--- src/verilog/spim_cmd_pkg.sv ---
package spim_cmd_pkg;

  // ----------------------------------------------------------------------
  // Phase sequences selected by the header word
  // ----------------------------------------------------------------------
  // Codes 5 and 6 held the mode-phase reads and now fall back to SEQ_C
  typedef enum logic [3:0] {
    SEQ_C    = 4'd0,   // Command only
    SEQ_CW   = 4'd1,   // Command, write data
    SEQ_CA   = 4'd2,   // Command, address
    SEQ_CAR  = 4'd3,   // Command, address, read data
    SEQ_CADR = 4'd4,   // Command, address, dummy, read data
    SEQ_CAW  = 4'd7,   // Command, address, write data
    SEQ_CADW = 4'd8,   // Command, address, dummy, write data
    SEQ_CDR  = 4'd9,   // Command, dummy, read data
    SEQ_CDW  = 4'd10   // Command, dummy, write data
  } seq_e;

  // Address width or dummy length
  typedef enum logic [1:0] {
    SZ_8  = 2'd0,
    SZ_16 = 2'd1,
    SZ_24 = 2'd2,
    SZ_32 = 2'd3
  } size_e;

  // Header view, declared MSB first
  typedef struct packed {
    logic [7:0] data_bytes;  // Bytes in the write or read phase
    size_e      dummy_size;
    size_e      addr_size;
    seq_e       seq;
    logic [7:0] mode;        // Reserved
    logic [7:0] opcode;
  } cmd_hdr_t;

  // One command-stream word, either a header or a plain address/data word
  typedef union packed {
    cmd_hdr_t    hdr;
    logic [31:0] raw;
  } cmd_word_t;

endpackage

--- src/verilog/spim_link_pkg.sv ---
package spim_link_pkg;

  // Word and counter widths on the serial side
  localparam int WORD_W   = 32;
  localparam int BITCNT_W = 11;   // Up to 255 bytes x 8
  localparam int CLKDIV_W = 8;

  // Chip-select framing in clk cycles
  localparam int CS_SETUP_CYCLES = 2;
  localparam int CS_HOLD_CYCLES  = 2;

  // Serial byte order <-> little-endian word
  function automatic logic [WORD_W-1:0] bswap32(input logic [WORD_W-1:0] w);
    return {w[7:0], w[15:8], w[23:16], w[31:24]};
  endfunction

endpackage

--- src/verilog/spim_tx_if.sv ---
interface spim_tx_if;
  import spim_link_pkg::*;

  // Word offered to the shifter, MSB goes out first
  logic [WORD_W-1:0]   data;
  logic                valid;
  logic                ready;
  // Phase bit count, taken on the load pulse
  logic [BITCNT_W-1:0] bits;
  logic                load;
  // Last bit of the phase has finished
  logic                done;

  modport seq (
    output data, valid, bits, load,
    input  ready, done
  );

  modport tx (
    input  data, valid, bits, load,
    output ready, done
  );

endinterface

--- src/verilog/spim_clkgen.sv ---
module spim_clkgen (
  input  logic                              clk,
  input  logic                              rstn,
  input  logic                              en,
  input  logic [spim_link_pkg::CLKDIV_W-1:0] div,
  output logic                              spi_clk,
  output logic                              rise,
  output logic                              fall
);
  import spim_link_pkg::*;

  logic [CLKDIV_W-1:0] cnt;
  logic                running;
  logic                tick;

  // Keep going while a high half-period is open, so the clock parks low
  assign running = en | spi_clk;
  assign tick    = running && (cnt == '0);

  // Strobes line up with the clk edge that moves spi_clk
  assign rise = tick & ~spi_clk;
  assign fall = tick & spi_clk;

  always_ff @(posedge clk or negedge rstn) begin
    if (!rstn) begin
      cnt     <= '0;
      spi_clk <= 1'b0;
    end else if (!running) begin
      // Parked, a restart waits a full half-period
      cnt <= div;
    end else if (cnt == '0) begin
      cnt     <= div;
      spi_clk <= ~spi_clk;
    end else begin
      cnt <= cnt - 1'b1;
    end
  end

endmodule

--- src/verilog/spim_rx.sv ---
module spim_rx (
  input  logic                              clk,
  input  logic                              rstn,
  input  logic                              rise,
  input  logic                              fall,
  input  logic                              sdi,
  input  logic                              start,
  input  logic [spim_link_pkg::BITCNT_W-1:0] bits,
  output logic                              done,
  output logic                              clk_req,
  output logic                              res_valid,
  input  logic                              res_ready,
  output logic [spim_link_pkg::WORD_W-1:0]   res_data
);
  import spim_link_pkg::*;

  logic [BITCNT_W-1:0] bits_left;
  logic [4:0]          wcnt;
  logic [WORD_W-1:0]   sreg;
  logic                active;
  // Full word waiting for the output register
  logic                pend;
  // Last bit sampled, spi_clk still high
  logic                drain;
  logic                sample;
  logic                move;

  assign clk_req = active && (bits_left != '0) && !pend;
  assign sample  = rise && clk_req;
  // Output register frees up or is already empty
  assign move    = pend && (!res_valid || res_ready);

  always_ff @(posedge clk or negedge rstn) begin
    if (!rstn) begin
      bits_left <= '0;
      wcnt      <= '0;
      active    <= 1'b0;
      pend      <= 1'b0;
      drain     <= 1'b0;
      done      <= 1'b0;
      res_valid <= 1'b0;
    end else begin
      done <= 1'b0;
      if (res_valid && res_ready) begin
        res_valid <= 1'b0;
      end
      if (move) begin
        res_valid <= 1'b1;
        pend      <= 1'b0;
      end
      if (fall) begin
        drain <= 1'b0;
      end
      if (start) begin
        active    <= 1'b1;
        bits_left <= bits;
        wcnt      <= '0;
      end else if (sample) begin
        bits_left <= bits_left - 1'b1;
        wcnt      <= wcnt + 1'b1;
        // 32nd bit completes the word
        if (wcnt == 5'd31) begin
          pend <= 1'b1;
        end
        if (bits_left == BITCNT_W'(1)) begin
          drain <= 1'b1;
        end
      end else if (active && (bits_left == '0) && !pend && !drain) begin
        // Last word handed over and the clock is back low
        done   <= 1'b1;
        active <= 1'b0;
      end
    end
  end

  // ----------------------------------------------------------------------
  // Data path
  // ----------------------------------------------------------------------
  always_ff @(posedge clk) begin
    if (sample) begin
      sreg <= {sreg[WORD_W-2:0], sdi};
    end
    // First byte on the wire lands in bits 7:0
    if (move) begin
      res_data <= bswap32(sreg);
    end
  end

endmodule

--- src/verilog/spim_seq_fsm.sv ---
module spim_seq_fsm (
  input  logic                              clk,
  input  logic                              rstn,
  input  logic                              cmd_valid,
  output logic                              cmd_ready,
  input  spim_cmd_pkg::cmd_word_t           cmd_data,
  spim_tx_if.seq                            tx,
  output logic                              rx_start,
  output logic [spim_link_pkg::BITCNT_W-1:0] rx_bits,
  input  logic                              rx_done,
  output logic                              busy,
  output logic                              spi_csn
);
  import spim_cmd_pkg::*;
  import spim_link_pkg::*;

  typedef enum logic [3:0] {
    IDLE, CS_SETUP, CMD, ADDR, DUMMY, WRITE, TX_WAIT, READ, CS_HOLD
  } state_e;

  state_e     state;
  state_e     next_state;
  state_e     last_ph;     // Transmit phase that TX_WAIT is waiting on
  cmd_hdr_t   hdr;
  logic       entry;       // First cycle in a state
  logic [2:0] cs_cnt;
  logic [6:0] wr_words;
  logic [8:0] wr_round;

  // Bits for an 8/16/24/32 bit field
  function automatic logic [BITCNT_W-1:0] size_bits(input size_e sz);
    return BITCNT_W'((int'(sz) + 1) * 8);
  endfunction

  // ----------------------------------------------------------------------
  // Phase order after each transmit phase
  // ----------------------------------------------------------------------
  function automatic state_e next_phase(input state_e ph, input seq_e sq);
    state_e nxt;
    nxt = CS_HOLD;
    case (ph)
      CMD: begin
        case (sq)
          SEQ_CW:                                     nxt = WRITE;
          SEQ_CA, SEQ_CAR, SEQ_CADR, SEQ_CAW, SEQ_CADW: nxt = ADDR;
          SEQ_CDR, SEQ_CDW:                           nxt = DUMMY;
          default:                                    nxt = CS_HOLD;
        endcase
      end
      ADDR: begin
        case (sq)
          SEQ_CAR:            nxt = READ;
          SEQ_CADR, SEQ_CADW: nxt = DUMMY;
          SEQ_CAW:            nxt = WRITE;
          default:            nxt = CS_HOLD;
        endcase
      end
      DUMMY: begin
        case (sq)
          SEQ_CADR, SEQ_CDR: nxt = READ;
          SEQ_CADW, SEQ_CDW: nxt = WRITE;
          default:           nxt = CS_HOLD;
        endcase
      end
      default: nxt = CS_HOLD;
    endcase
    return nxt;
  endfunction

  // ----------------------------------------------------------------------
  // Next state
  // ----------------------------------------------------------------------
  always_comb begin
    next_state = state;
    case (state)
      IDLE:     if (cmd_valid) next_state = CS_SETUP;
      CS_SETUP: if (cs_cnt == 3'(CS_SETUP_CYCLES - 1)) next_state = CMD;
      CMD:      if (tx.ready) next_state = TX_WAIT;
      ADDR:     if (cmd_valid && tx.ready) next_state = TX_WAIT;
      DUMMY:    if (tx.ready) next_state = TX_WAIT;
      // Leave once the final write word is in the shifter
      WRITE:    if (cmd_valid && tx.ready && (wr_words == 7'd1)) next_state = TX_WAIT;
      TX_WAIT:  if (tx.done) next_state = next_phase(last_ph, hdr.seq);
      READ:     if (rx_done) next_state = CS_HOLD;
      CS_HOLD:  if (cs_cnt == 3'(CS_HOLD_CYCLES - 1)) next_state = IDLE;
      default:  next_state = IDLE;
    endcase
  end

  // ----------------------------------------------------------------------
  // Transmit word per phase
  // ----------------------------------------------------------------------
  always_comb begin
    tx.data  = '0;
    tx.valid = 1'b0;
    tx.bits  = size_bits(SZ_8);
    case (state)
      CMD: begin
        tx.data  = {hdr.opcode, 24'h0};
        tx.valid = 1'b1;
      end
      ADDR: begin
        // Low bytes of the address word, left-aligned
        case (hdr.addr_size)
          SZ_8:    tx.data = {cmd_data.raw[7:0], 24'h0};
          SZ_16:   tx.data = {cmd_data.raw[15:0], 16'h0};
          SZ_24:   tx.data = {cmd_data.raw[23:0], 8'h0};
          default: tx.data = cmd_data.raw;
        endcase
        tx.valid = cmd_valid;
        tx.bits  = size_bits(hdr.addr_size);
      end
      DUMMY: begin
        tx.valid = 1'b1;
        tx.bits  = size_bits(hdr.dummy_size);
      end
      WRITE: begin
        tx.data  = bswap32(cmd_data.raw);
        tx.valid = cmd_valid;
        tx.bits  = {hdr.data_bytes, 3'b000};
      end
      default: ;
    endcase
  end

  // Load the bit count as each transmit phase opens
  assign tx.load  = entry && (state inside {CMD, ADDR, DUMMY, WRITE});
  assign rx_start = entry && (state == READ);
  assign rx_bits  = {hdr.data_bytes, 3'b000};

  // Header in idle, address and write words from their phases
  always_comb begin
    cmd_ready = 1'b0;
    case (state)
      IDLE:        cmd_ready = cmd_valid;
      ADDR, WRITE: cmd_ready = tx.ready;
      default:     cmd_ready = 1'b0;
    endcase
  end

  // Write words, rounded up
  assign wr_round = {1'b0, cmd_data.hdr.data_bytes} + 9'd3;

  assign busy = ~spi_csn;

  always_ff @(posedge clk or negedge rstn) begin
    if (!rstn) begin
      state    <= IDLE;
      last_ph  <= IDLE;
      hdr      <= '0;
      entry    <= 1'b0;
      cs_cnt   <= '0;
      wr_words <= '0;
      spi_csn  <= 1'b1;
    end else begin
      state   <= next_state;
      entry   <= (next_state != state);
      spi_csn <= (next_state == IDLE);
      // Setup and hold counter restarts on every state change
      if (next_state != state) begin
        cs_cnt <= '0;
      end else begin
        cs_cnt <= cs_cnt + 1'b1;
      end
      if ((state == IDLE) && cmd_valid) begin
        hdr      <= cmd_data.hdr;
        wr_words <= wr_round[8:2];
      end
      if (state inside {CMD, ADDR, DUMMY, WRITE}) begin
        last_ph <= state;
      end
      if ((state == WRITE) && cmd_valid && tx.ready) begin
        wr_words <= wr_words - 1'b1;
      end
    end
  end

endmodule

--- src/verilog/spim_top.sv ---
module spim_top (
  input  logic                              clk,
  input  logic                              rstn,
  input  logic [spim_link_pkg::CLKDIV_W-1:0] clk_div,
  input  logic                              cmd_valid,
  output logic                              cmd_ready,
  input  logic [spim_link_pkg::WORD_W-1:0]   cmd_data,
  output logic                              res_valid,
  input  logic                              res_ready,
  output logic [spim_link_pkg::WORD_W-1:0]   res_data,
  output logic                              busy,
  output logic                              spi_clk,
  output logic                              spi_csn,
  output logic                              spi_sdo,
  input  logic                              spi_sdi
);
  import spim_link_pkg::*;

  logic                spi_rise;
  logic                spi_fall;
  logic                tx_clk_req;
  logic                rx_clk_req;
  logic                rx_start;
  logic [BITCNT_W-1:0] rx_bits;
  logic                rx_done;

  spim_tx_if tx_link ();

  // ----------------------------------------------------------------------
  // Sequencer and serial datapath
  // ----------------------------------------------------------------------
  spim_seq_fsm i_seq (
    .clk      (clk),
    .rstn     (rstn),
    .cmd_valid(cmd_valid),
    .cmd_ready(cmd_ready),
    .cmd_data (cmd_data),
    .tx       (tx_link.seq),
    .rx_start (rx_start),
    .rx_bits  (rx_bits),
    .rx_done  (rx_done),
    .busy     (busy),
    .spi_csn  (spi_csn)
  );

  // Either shifter may keep the SPI clock running
  spim_clkgen i_clkgen (
    .clk    (clk),
    .rstn   (rstn),
    .en     (tx_clk_req | rx_clk_req),
    .div    (clk_div),
    .spi_clk(spi_clk),
    .rise   (spi_rise),
    .fall   (spi_fall)
  );

  spim_tx i_tx (
    .clk    (clk),
    .rstn   (rstn),
    .fall   (spi_fall),
    .link   (tx_link.tx),
    .clk_req(tx_clk_req),
    .sdo    (spi_sdo)
  );

  spim_rx i_rx (
    .clk      (clk),
    .rstn     (rstn),
    .rise     (spi_rise),
    .fall     (spi_fall),
    .sdi      (spi_sdi),
    .start    (rx_start),
    .bits     (rx_bits),
    .done     (rx_done),
    .clk_req  (rx_clk_req),
    .res_valid(res_valid),
    .res_ready(res_ready),
    .res_data (res_data)
  );

endmodule

--- src/verilog/spim_tx.sv ---
module spim_tx (
  input  logic  clk,
  input  logic  rstn,
  input  logic  fall,
  spim_tx_if.tx link,
  output logic  clk_req,
  output logic  sdo
);
  import spim_link_pkg::*;

  logic [BITCNT_W-1:0] bits_left;
  logic [BITCNT_W-1:0] ph_bits;
  logic [WORD_W-1:0]   sreg;
  // Bits of the current word still to go out, zero when empty
  logic [5:0]          word_bits;
  logic [5:0]          first_bits;
  logic                take;

  // ----------------------------------------------------------------------
  // Word intake
  // ----------------------------------------------------------------------
  // A word may arrive in the same cycle as the load pulse
  assign ph_bits    = link.load ? link.bits : bits_left;
  assign first_bits = (ph_bits >= BITCNT_W'(WORD_W)) ? 6'(WORD_W) : ph_bits[5:0];

  assign link.ready = (word_bits == '0);
  assign take       = link.valid && link.ready;

  // Clock only while a loaded word has bits left
  assign clk_req = (word_bits != '0);

  always_ff @(posedge clk or negedge rstn) begin
    if (!rstn) begin
      bits_left <= '0;
      word_bits <= '0;
      sdo       <= 1'b0;
      link.done <= 1'b0;
    end else begin
      link.done <= 1'b0;
      if (link.load) begin
        bits_left <= link.bits;
      end
      if (take) begin
        // MSB shows up on the line right away
        word_bits <= first_bits;
        sdo       <= link.data[WORD_W-1];
      end else if (fall && (word_bits != '0)) begin
        word_bits <= word_bits - 1'b1;
        bits_left <= bits_left - 1'b1;
        // The last bit of a word stays on the line
        if (word_bits != 6'd1) begin
          sdo <= sreg[WORD_W-1];
        end
        if (bits_left == BITCNT_W'(1)) begin
          link.done <= 1'b1;
        end
      end
    end
  end

  // ----------------------------------------------------------------------
  // Shift register, MSB first
  // ----------------------------------------------------------------------
  always_ff @(posedge clk) begin
    if (take) begin
      sreg <= link.data << 1;
    end else if (fall && (word_bits > 6'd1)) begin
      sreg <= sreg << 1;
    end
  end

endmodule

--- config.mk ---
export PLATFORM = sky130hd
export DESIGN_NAME = spim_top
export DESIGN_NICKNAME = d
export VERILOG_FILES = /design/src/verilog/spim_cmd_pkg.sv /design/src/verilog/spim_link_pkg.sv /design/src/verilog/spim_tx_if.sv /design/src/verilog/spim_clkgen.sv /design/src/verilog/spim_rx.sv /design/src/verilog/spim_seq_fsm.sv /design/src/verilog/spim_top.sv /design/src/verilog/spim_tx.sv
export SDC_FILE = /design/constraint.sdc
export NUM_CORES = 1
export LEC_CHECK = 0
export BUFFER_PORTS_ARGS = -buffer_cell sky130_fd_sc_hd__buf_2
export CAP_MARGIN = 20
export CORE_ASPECT_RATIO = 1.1
export CORE_MARGIN = 5
export CORE_UTILIZATION = 60
export DETAILED_ROUTE_END_ITERATION = 6
export PLACE_DENSITY_LB_ADDON = 0.3
export SLEW_MARGIN = 15
export SYNTH_ARGS = -nofsm -noshare
export SYNTH_HDL_FRONTEND = slang
export SYNTH_HIERARCHICAL = 1
export SYNTH_SLANG_ARGS = --single-unit
export TNS_END_PERCENT = 1
--- constraint.sdc ---
create_clock -name clk -period 8.7 [get_ports clk]
set_input_delay 0.87 -clock clk [delete_from_list [all_inputs] [get_ports clk]]
set_output_delay 0.87 -clock clk [all_outputs]
set_load 0.005 [all_outputs]
# Word-level counts from Yosys, hierarchy flattened
# Memories as Yosys holds them, arrays and structs flattened.
# Index checks and enable logic that the tools add are counted.
# totals
regBits,188
latchBits,0
mem_bits_rw,0
mem_bits_ro,64
in_bits,45
output_inout_bits,38
mem_count,1
# mem_list
name,depth,width,rd,rd_ports_with_merged_regs,write_ports,line,source
(no name shown),16,4,1,0,0,spim_seq_fsm.sv:43,case (sq)
# classes
add_sub_neg,10
mul,0
n_div,0
magnitude_cmp,2
eq_ne,27
shifts,0
muxes,56
bitwise_logic,6
n_reduce_logical,47
# ops
cell,n
case mux 32 bit (3 select lines),2
two-way mux 32 bit,2
two-way mux 11 bit,5
case mux 11 bit (3 select lines),1
two-way mux 4 bit,8
case mux 4 bit (8 select lines),1
equality test 4 x 3 -> 1 bit (second input constant),7
case mux 4 bit (3 select lines),2
equality test 11 x 1 -> 1 bit (second input constant),2
two-way mux 1 bit,22
subtractor 11 x 1 -> 11 bit (second input constant),2
equality test 4 x 2 -> 1 bit (second input constant),5
logical AND 1 bit,19
two-way mux 6 bit,3
equality test 4 bit (second input constant),4
two-way mux 8 bit,2
two-way mux 7 bit,2
nonzero test 2 bit,7
>= comparator 11 x 6 -> 1 bit (second input constant),1
zero test 11 bit,1
nonzero test 11 bit,1
two-way mux 5 bit,2
OR reduction 2 bit,5
adder 8 x 2 -> 9 bit (second input constant),1
other kinds (31),41

# Depth between registers and ports, before layout
# Gate-level depths: netlist of the first run.
# depth
ltp_word,11
depth_mapped,12
depth_no_buf,11

# Modules after synthesis
# Netlist of the first run, hierarchy kept.
# by_module_without_submodules
module,instances,cells_per_inst,area_per_inst_um2
spim_seq_fsm,1,456,3624.7
spim_rx,1,190,3101.7
spim_tx,1,259,2536.2
spim_clkgen,1,52,523.0
spim_top,1,1,6.3

# Worst setup path after synthesis of the first run
# Ideal clock, no wire load.
# synth_timing
kind,flip-flop to flip-flop
startpoint,register i_tx.word_bits[2]
endpoint,register i_seq.entry
setup_time_ns,0.139
arrival_time_ns,2.751
slack_ns,5.810
path_stages_with_launch,9
n_path_buf,0
synth_period_minus_slack_ns,2.890
path_cell_list,dfrtp_1 -> or4_4 -> nor2_1 -> and4b_1 -> a21boi_2 -> a2111oi_4 -> and2b_1 -> a21oi_2 -> or4_1
# synth_between
elab_chain_cells,6
elab_cells_between_ends,8
classes_between,eq/ne: 1; mux: 4; reduce/logical: 3
# synth_rtl
element,line,source
"start, declared",spim_tx.sv:15,logic [5:0] word_bits;
"start signal, assigned",spim_tx.sv:45,word_bits <= first_bits;
"start signal, assigned",spim_tx.sv:48,word_bits <= word_bits - 1'b1;
zero test 6 bit *,spim_tx.sv:26,assign link.ready = (word_bits == '0);
net tx_link.ready,spim_tx_if.sv:7,logic ready;
logical AND 1 bit,"spim_seq_fsm.sv:79, spim_seq_fsm.sv:82",
logical AND 1 bit,spim_seq_fsm.sv:82,WRITE: if (cmd_valid && tx.ready && (wr_words == 7'd1)) next_state = TX_WAIT;
two-way mux 4 bit,spim_seq_fsm.sv:82,
case mux 4 bit (8 select lines) *,spim_seq_fsm.sv:75,case (state)
inequality test 4 bit *,spim_seq_fsm.sv:157,entry <= (next_state != state);
"end signal, assigned",spim_seq_fsm.sv:157,
"end, declared",spim_seq_fsm.sv:25,logic entry;
# The timed path passes the listed nets; every way through them passes the cells marked *.
# A chain may end at the register's enable or synchronous reset.

# Final worst setup path of the first run
# layout_timing
startpoint,register i_tx.word_bits[0]
endpoint,output port cmd_ready
# layout_between
elab_chain_cells,2
# layout_rtl
element,line,source
zero test 6 bit,spim_tx.sv:26,
net tx_link.ready,spim_tx_if.sv:7,
case mux 1 bit (2 select lines),spim_seq_fsm.sv:134,case (state)
"end, declared",spim_top.sv:6,"output logic cmd_ready,"
# The timed path passes the listed nets, and every way through them passes these cells.

==> results of run 1 <==
==> metrics by stage <==
step           instances  hold WS [ns]  utilization (%)
3_3_place_gp        1198         0.401             63.3
2_1_floorplan        963         0.400                -
4_1_cts             1230         0.295             67.1
3_5_place_dp        1198         0.428             63.3
5_1_grt             1231         0.310             67.2
6_report            1231         0.304             67.2
==> cell type report <==
class / count / area, µm²
clock buffer: 17 / 425
clock inverter: 15 / 190
fill: 1272 / 5310
inverter: 41 / 154
multi-input combinational: 674 / 4180
sequential: 188 / 5180
tap: 204 / 255
timing repair buffer: 92 / 492
==> cells by family (layout without fill, tap and decap cells) <==
group / after synthesis / after routing / share of synthesized area, %
AND/OR/NAND/NOR: 413 / 413 / 20.4
flip-flops: 188 / 188 / 52.9
AO/OA/AOI/OAI: 173 / 173 / 12.7
buffers and inverters: 101 / 165 / 4.83
multiplexers: 44 / 44 / 4.86
adder cells (fa/ha/maj): 21 / 21 / 2.68
XOR/XNOR: 17 / 17 / 1.52
other: 1 / 6 / 0.0383
==> sequential cells by signal, summed over array words and instances (netlist names), 3 cells and up <==
register	flops
i_clkgen/cnt	8
i_seq/last_ph	4
i_tx/bits_left	11
i_rx/wcnt	5
i_tx/word_bits	6
i_rx/sreg	32
i_seq/wr_words	7
i_seq/cs_cnt	3
i_rx/res_data	32
i_seq/rx_bits	8
i_seq/state	4
i_rx/bits_left	11
i_tx/sreg	31
i_seq/hdr	16
==> cell usage after synthesis (18+ instances only) <==
cell type	number	area share (%)
o21ai_0	49	2.5
nor2_1	63	2.4
nand3_1	20	1.0
dfrtp_1	92	24
mux2i_1	19	1.9
inv_1	41	1.6
a21oi_1	18	0.92
clkbuf_1	26	1.0
mux2_2	22	2.5
ha_1	21	2.7
nand2_1	216	8.3
edfxtp_1	95	29
==> cells in the final DEF, fill, tap and decap left out, types with 12 or more instances in the layout <==
cell and count:
clkbuf_16 17, o211ai_1 14, nand2b_1 12, buf_2 81, o21ai_0 49, edfxtp_1 95
nand3_1 20, a21oi_1 18, dfrtp_1 91, nor2_1 63, nand2_1 216, ha_1 21
inv_1 41, mux2_2 22, mux2i_1 19
==> power groups by stage <==
stage / registers, mW / clock network [mW] / logic [mW]
2_1_floorplan: 0.994 / 0 / 0.0807
3_3_place_gp: 0.997 / 0 / 0.119
3_5_place_dp: 0.998 / 0 / 0.123
4_1_cts: 0.980 / 0.807 / 0.123
5_1_grt: 0.985 / 0.848 / 0.138
6_report: 0.979 / 0.792 / 0.122
==> how the worst max path moves through the flow <==
stage	from	endpoint	depth (start not counted)
finish	i_tx/word_bits[0]$_DFFE_PN0P_	cmd_ready	7
CTS	i_tx/word_bits[2]$_DFFE_PN0P_	cmd_ready	5
global placement	i_tx/word_bits[2]$_DFFE_PN0P_	i_rx/wcnt[2]$_DFFE_PN0P_	9
floorplan	i_tx/word_bits[2]$_DFFE_PN0P_	i_seq/entry$_DFF_PN0_	8
detailed placement	i_tx/word_bits[2]$_DFFE_PN0P_	i_rx/wcnt[2]$_DFFE_PN0P_	9
global route	i_tx/word_bits[0]$_DFFE_PN0P_	i_rx/wcnt[2]$_DFFE_PN0P_	11
==> per-layer routing <==
metal / wire length [µm] / part of all wire (%) / up-vias / track usage, %
met5: 0 / 0 / - / 0
met4: 978 / 4.6 / 0 / 12.9
met3: 1190 / 5.6 / 54 / 4.04
met2: 10100 / 47 / 263 / 37.5
met1: 9050 / 42 / 3508 / 29.4
li1: - / - / 3513 / -
==> flow_summary.yaml, run 1 <==
outcome:
  outcome: "finished, final reports clean"
global_route:
  grt_pass1_vias: 7072
  grt_usage_pct: 23.0
  antenna_found_initial: 0
  grt_max_degree: 74
  grt_pass1_wl_mm: 35.3
  overflow: 0
power_and_ir_drop:
  p_int_mw: 1.42
  power_frac_clock_pct: 41.8
  fin_total_pwr_mw: 1.89
  p_seq_share_pct: 51.7
  power.density_nw_per_um2: 174
  p_sw_uw: 470
  ir_worst_vdd_v: 0.000139
  switching_share_pct: 24.8
  pwr-share-comb_pct: 6.4
  p_leak_nw: 4.55
cts:
  cts_tree: "yes"
  htree_levels: 4
  clk_latency_ns: 0.44
  cts_hold_buf: 0
  cts_sinks: 188
  clkTransAtPathRegs_ns: 0.08
  cts_buffer_depth: 2
  cts_setup_buffers: 0
  cts-buffers-inserted: 17
  cts_root_buffer: "clkbuf_16"
  cts-resized-gates: 0
layout:
  area_growth_pct: 11.1
  n_antenna_cell: 0
  fin_area_um2: 10900
  drive_above_1_share_pct: 17.8
  fin_nets: 1080
sta:
  clock_skew_ns: 0.00872
  max_freq_mhz: 297
  setup_violations: 0
  rsz0062_at_grt: "no"
  finalHoldViolations: 0
  slew_headroom_pct: 28.9
  maxSlewViolCount: 0
  fin_crit_sh_pct: 38.7
  setup_slack_ns: 5.33
  tightest_slew_ns: 1.06
  period_minus_slack_ns: 3.37
  setup_tns_ns: 0
setup_path:
  cp-end-kind: "output port"
  crit_arrival_ns: 2.50
  critPathMostFrequentCell: "inv_1"
  crit_slowest_cell: "nor2_1"
  cp_top_family: "simple AND/OR/NAND/NOR gates"
  worstPathMaxFanout: 13
  max_stage_delay_ns: 0.54
  cp.required_ns: 7.83
  crit_path_cell_trace: "inv_1, ha_1, inv_1, nor2_1, o21ai_0, nand2_1, buf_2"
  worstSetupPathType: "flop to output port"
  r2r-start: "i_tx/word_bits[0]$_DFFE_PN0P_"
  r2r_end: "i_rx/wcnt[2]$_DFFE_PN0P_"
  crit_path_start_kind: "flop"
  worst-path-buf-inv: 3
  r2r_slack_ns: 5.37
  reg2regPathDepth: 11
detailed_routing:
  first_iter_violations: 475
  drc: 0
  wl_per_cell_um: 17.3
  ant_nets: 0
  via_count: 7338
  wl_mm: 21.3
  vias_per_cell: 5.96
  first_pass_iters: 7
floorplan:
  core-area_um2: 16200
  fp.dieH_um: 144
  io_pins: 83
  die_w_um: 132
  initial_core_util_pct: 60.5
  dieArea_um2: 19000
  rows: 49
synthesis:
  syn_area_per_cell_um2: 10.2
  synth-edff-count: 95
  synthDistinctLibCells: 88
  syn_inst: 958
  yosysWarnings: 6
  synth_seq_cells: 188
  synth_ff_type: "edfxtp_1"
  synthArstFlopShare_pct: 49.5
  yosysSeqAreaShare_pct: 52.9
  netlist_area_um2: 9790
placement:
  io_buffer_count: 82
  place_congestion: 0.893
  place_area_um2: 10200
  place_hpwl_mm: 14.9
  place_ws_ns: 5.40
hold_path:
  hold_class: "primary input to asynchronous set/reset pin"
flow_run:
  maxCapViolCount: 0
Power figures use the tool's default switching activity.
==> run 2, diff against run 1 <==
--- a/config.mk
+++ b/config.mk
@@ -9,7 +9,7 @@
 export CAP_MARGIN = 20
 export CORE_ASPECT_RATIO = 1.1
 export CORE_MARGIN = 5
-export CORE_UTILIZATION = 60
+export CORE_UTILIZATION = 54
 export DETAILED_ROUTE_END_ITERATION = 6
 export PLACE_DENSITY_LB_ADDON = 0.3
 export SLEW_MARGIN = 15
==> constraint.sdc (replaced) <==
create_clock -name clk -period 2.7 [get_ports clk]
set_input_delay 0.27 -clock clk [delete_from_list [all_inputs] [get_ports clk]]
set_output_delay 0.27 -clock clk [all_outputs]
set_load 0.005 [all_outputs]
==> run 2 against run 1 <==
- the run now ends with negative setup slack left
- largest cell class unchanged
- register-to-register slack worse by 5.4 ns
- total power grew to 3.3 times the previous value
- design area is 5.1% higher
- non-clock buffer count is 46 higher
- utilization is 2.7 points lower
- combinational power grew to 3.4 times the previous value
- critical path depth is 2 higher
- routed wire length is 5.6% higher
==> flow_summary.yaml, run 2 (synthesis gave the netlist of run 1 again) <==
sta:
  maxSlewViolCount: 0
  hold_slack_ns: 0.0339
  setup_slack_ns: -0.0237
  max_freq_mhz: 367
  tightest_slew_ns: 0.671
  rsz0062_at_grt: "yes"
  fin_crit_sh_pct: 101
  slew_headroom_pct: 55.3
  setup_violations: 1
  finalHoldViolations: 0
  clock_skew_ns: 0.0127
  period_minus_slack_ns: 2.72
global_route:
  grt_usage_pct: 21.5
  antenna_found_initial: 0
  grt_pass1_wl_mm: 36.3
  grt_pass1_vias: 7218
  overflow: 0
  grt_max_degree: 50
detailed_routing:
  first_pass_iters: 5
  vias_per_cell: 5.77
  ant_nets: 0
  first_iter_violations: 617
  wl_mm: 22.5
  wl_per_cell_um: 17.2
  via_count: 7571
  drc: 0
cts:
  cts_sinks: 188
  cts_root_buffer: "clkbuf_16"
  cts_tree: "yes"
  htree_levels: 4
  clkTransAtPathRegs_ns: 0.08
  cts-buffers-inserted: 17
  cts_buffer_depth: 2
  clk_latency_ns: 0.44
floorplan:
  io_pins: 83
  rows: 51
  dieArea_um2: 20900
  core-area_um2: 17700
  fp.dieH_um: 151
  initial_core_util_pct: 55.2
  die_w_um: 138
setup_path:
  worstSetupPathType: "flop to flop"
  cp-end-kind: "flop"
  crit_arrival_ns: 3.03
  cp.required_ns: 3.01
  worstPathMaxFanout: 5
  crit_path_start_kind: "flop"
layout:
  final_cell_mix: "nand2_1 (216), edfxtp_1 (95), dfrtp_1 (91)"
  fin_cells: 1311
  final_common_cell: "nand2_1"
  fin_area_um2: 11400
  drive_above_1_share_pct: 21.7
  area_growth_pct: 16.8
  top_regs: "i_rx/res_data x32, i_rx/sreg x32, i_tx/sreg x31"
  n_antenna_cell: 0
  fin_nets: 1126
placement:
  io_buffer_count: 82
  place_congestion: 0.934
  place_ws_ns: -0.0105
  place_area_um2: 10700
  dp.cells: 1271
  place_hpwl_mm: 16.0
power_and_ir_drop:
  p_leak_nw: 4.81
  power.density_nw_per_um2: 540
  ir_worst_vdd_v: 0.000437
flow_run:
  maxCapViolCount: 0
outcome:
  violations: "negative setup slack"
  outcome: "complete, but fails checks"
hold_path:
  hold_class: "primary input to flop"
==> run 2: per-layer routing <==
layer  GRT usage [%]  routed length (µm)
met5               0                   0
met4            7.61                 635
met3            3.85                1410
met2            36.5               11000
met1            28.0                9520
==> run 2: layout make-up <==
cell class,instances,area (µm²)
Timing Repair Buffer,138,926
Tap cell,238,298
Inverter,41,154
Multi-Input combinational cell,674,4230
Clock buffer,17,425
Fill cell,1428,6300
Sequential cell,188,5180
Clock inverter,15,215
==> run 2: report_power, final <==
part / internal [mW] / total (mW) / switching [mW]
registers: 3.07 / 3.16 / 0.0882
clock network: 1.30 / 2.61 / 1.31
logic: 0.182 / 0.409 / 0.227
total: 4.55 / 6.17 / 1.62
==> run 2: worst paths after layout <==
kind                                               start                         end  slack, ns  depth (start not counted)
max                        i_tx/word_bits[2]$_DFFE_PN0P_       i_seq/entry$_DFF_PN0_      -0.02                          9
min                                              spi_sdi      i_rx/sreg[0]$_DFFE_PP_       0.03                          1
max reg2reg                i_tx/word_bits[2]$_DFFE_PN0P_       i_seq/entry$_DFF_PN0_      -0.02                          9
min reg2reg                      i_rx/sreg[31]$_DFFE_PP_  i_rx/res_data[7]$_DFFE_PP_       0.43                          0
max in group asynchronous                           rstn     i_seq/spi_csn$_DFF_PN1_       1.63                          3
min in group asynchronous                           rstn   i_seq/hdr[16]$_DFFE_PN0P_       0.40                          2
==> run 2: stage by stage <==
stage          util (%)  total power, mW  setup TNS (ns)
6_report           64.5             6.17         -0.0237
5_1_grt            64.5             6.41          -0.411
4_1_cts            63.9             6.22         -0.0991
3_5_place_dp       60.1             3.62         -0.0170
3_3_place_gp       60.1             3.61               0
2_1_floorplan         -             3.46        -0.00762
==> run 2: timing repair <==
item | 4_1_cts | 5_1_grt
endpoints found under the hold margin | 47 | 0
endpoints found under the setup margin | 26 | 14
resized for setup | 2 | 12
pin swaps | 0 | 7
cloned | 0 | 0
buffers inserted | 0 | 6
hold buffers | 1 | 0
==> run 2: critical path, cell delays in order, from the launching register on <==
cell       delay (ns)
dfrtp_2          0.42
or4_4            0.53
nor2_4           0.16
buf_6            0.14
and4b_1          0.23
a21boi_2         0.09
a2111oi_4        0.33
and2b_1          0.19
a21oi_2          0.06
or4_1            0.46
==> run 3, diff against run 2 <==
==> constraint.sdc (replaced) <==
create_clock -name clk -period 2.7 [get_ports clk]
set_input_delay 0.54 -clock clk [delete_from_list [all_inputs] [get_ports clk]]
set_output_delay 0.54 -clock clk [all_outputs]
set_load 0.005 [all_outputs]
==> run 3 against run 2 <==
- the flow still finishes with violations (negative setup slack)
- routed wire length about the same
- cell count shrank 0.61%
- clock power about the same
- global-route usage is 0.64 points higher
- highest routed layer unchanged
- flip-flop and latch count unchanged
- maximum frequency increased by 0.39%
- largest power group unchanged
- combinational power barely moved
- largest cell class unchanged
- non-clock buffer count down 8
==> flow_summary.yaml, run 3 (synthesis gave the netlist of run 1 again) <==
outcome:
  outcome: "complete, but fails checks"
  violations: "negative setup slack"
setup_path:
  crit_slowest_cell: "or4_4"
  crit_path_start_kind: "flop"
  cp.depth: 8
  cp-end-kind: "flop"
  r2r_end: "i_seq/entry$_DFF_PN0_"
  crit_arrival_ns: 3.02
  worstPathMaxFanout: 3
  cp_top_family: "simple AND/OR/NAND/NOR gates"
  reg2regPathDepth: 8
  worst-path-buf-inv: 0
  cp.required_ns: 3.01
  r2r_slack_ns: -0.01
  crit_path_end: "i_seq/entry$_DFF_PN0_"
  worstSetupStartpoint: "i_tx/word_bits[5]$_DFFE_PN0P_"
  worstSetupPathType: "flop to flop"
  crit_path_cell_trace: "or4_4, nor2_4, nand2_1, a31o_1, a2111oi_4, and2b_1, a21oi_2, or4_1"
  r2r-start: "i_tx/word_bits[5]$_DFFE_PN0P_"
  max_stage_delay_ns: 0.56
layout:
  top_regs: "i_rx/res_data x32, i_rx/sreg x32, i_tx/sreg x31"
  nFillCells: 1451
  final_common_cell: "nand2_1"
  fin_nets: 1118
  final_cell_mix: "nand2_1 (216), edfxtp_1 (95), dfrtp_1 (91)"
  n_antenna_cell: 0
  area_growth_pct: 15.9
  drive_above_1_share_pct: 21.5
sta:
  max_freq_mhz: 369
  tightest_slew_ns: 0.682
  setup_violations: 1
  clock_skew_ns: 0.0144
  period_minus_slack_ns: 2.71
  setup_slack_ns: -0.0133
  fin_crit_sh_pct: 100
  rsz0062_at_grt: "yes"
  finalHoldViolations: 0
  maxSlewViolCount: 0
  slew_headroom_pct: 53.9
floorplan:
  dieArea_um2: 20900
  die_w_um: 138
  io_pins: 83
  core-area_um2: 17700
  fp.dieH_um: 151
  rows: 51
  initial_core_util_pct: 55.2
cts:
  cts_root_buffer: "clkbuf_16"
  cts_sinks: 188
  cts_tree: "yes"
  clkTransAtPathRegs_ns: 0.08
  htree_levels: 4
  clk_latency_ns: 0.44
  cts_buffer_depth: 2
  cts-buffers-inserted: 17
power_and_ir_drop:
  power.density_nw_per_um2: 546
  fin_total_pwr_mw: 6.19
  p_leak_nw: 4.76
  ir_worst_vdd_v: 0.000466
global_route:
  antenna_found_initial: 0
  overflow: 0
  grt_pass1_wl_mm: 37.4
  grt_usage_pct: 22.1
  grt_max_degree: 36
  grt_pass1_vias: 7436
detailed_routing:
  via_count: 7483
  drc: 0
  first_iter_violations: 663
  vias_per_cell: 5.74
  first_pass_iters: 7
  wl_per_cell_um: 17.3
  ant_nets: 0
  wl_mm: 22.5
placement:
  place_congestion: 0.966
  place_hpwl_mm: 15.9
  io_buffer_count: 82
  place_ws_ns: -0.0552
hold_path:
  hold_class: "primary input to asynchronous set/reset pin"
flow_run:
  maxCapViolCount: 0
## run 3: cell count changes in the layout (fill, tap and decap cells not counted), moves of 2 or more
cell / delta
buf_12: -2
buf_4: -3
o21ai_0: -2
o21ai_1: +2
## run 3: per-layer routing
| metal | up-vias | global-route usage, % | part of all wire, % |
|---|---|---|---|
| li1 | 3597 | - | - |
| met1 | 3550 | 28.8 | 43 |
| met2 | 293 | 37.2 | 48 |
| met3 | 43 | 4.20 | 6.3 |
| met4 | 0 | 8.20 | 2.9 |
| met5 | - | 0 | 0 |
## run 3: cell type report
cell class	count	area (µm²)	area share, %
multi-input combinational	674	4250	37.4
clock inverter	15	213	1.87
clock buffer	17	425	3.75
sequential	188	5180	45.7
timing repair buffer	130	827	7.29
inverter	41	154	1.36
tap	238	298	2.62
## run 3: power by group
| group | switching (mW) | internal [mW] | leakage [nW] |
|---|---|---|---|
| Clock | 1.32 | 1.30 | 0.307 |
| Sequential | 0.0900 | 3.07 | 2.02 |
| Combinational | 0.227 | 0.182 | 2.43 |
| Total | 1.64 | 4.55 | 4.76 |
## run 3: worst reg2reg max path: cells and delay by family, from the launching register on
family	cells	cell delay (ns)
and+or+nand+nor	5	1.46
DFF	1	0.38
AOI/OAI and AO/OA	3	0.75
## run 3: repair_timing
item | in CTS | in global routing
gates cloned | 0 | 0
resized for setup | 2 | 12
pin swaps | 5 | 5
hold buffers | 0 | 0
endpoints found under the setup margin | 6 | 81
buffers inserted | 2 | 0
## run 3: metrics by stage
step / cells / area (µm²) / TNS [ns] / utilization (%) / hold WS, ns
floorplan: 963 / 9830 / -0.00762 / - / 0.244
global placement: 1269 / 10600 / 0 / 59.9 / 0.406
detailed placement: 1269 / 10600 / -0.0953 / 59.9 / 0.416
CTS: 1303 / 11300 / -0.0392 / 63.7 / 0.0349
global route: 1303 / 11300 / -0.500 / 64.0 / 0.0409
finish: 1303 / 11300 / -0.0133 / 64.0 / 0.0264
## run 3: how the worst min path moves through the flow
| stage | from | endpoint | depth (start not counted) | slack (ns) |
|---|---|---|---|---|
| 6_report | rstn | i_seq/hdr[19]$_DFFE_PN0P_ | 1 | 0.03 |
| 3_3_place_gp | i_rx/sreg[31]$_DFFE_PP_ | i_rx/res_data[7]$_DFFE_PP_ | 0 | 0.41 |
| 3_5_place_dp | i_rx/sreg[31]$_DFFE_PP_ | i_rx/res_data[7]$_DFFE_PP_ | 0 | 0.42 |
| 5_1_grt | rstn | i_seq/hdr[19]$_DFFE_PN0P_ | 1 | 0.04 |
| 2_1_floorplan | rstn | i_clkgen/cnt[0]$_DFF_PN0_ | 0 | 0.24 |
| 4_1_cts | rstn | i_seq/hdr[19]$_DFFE_PN0P_ | 1 | 0.03 |
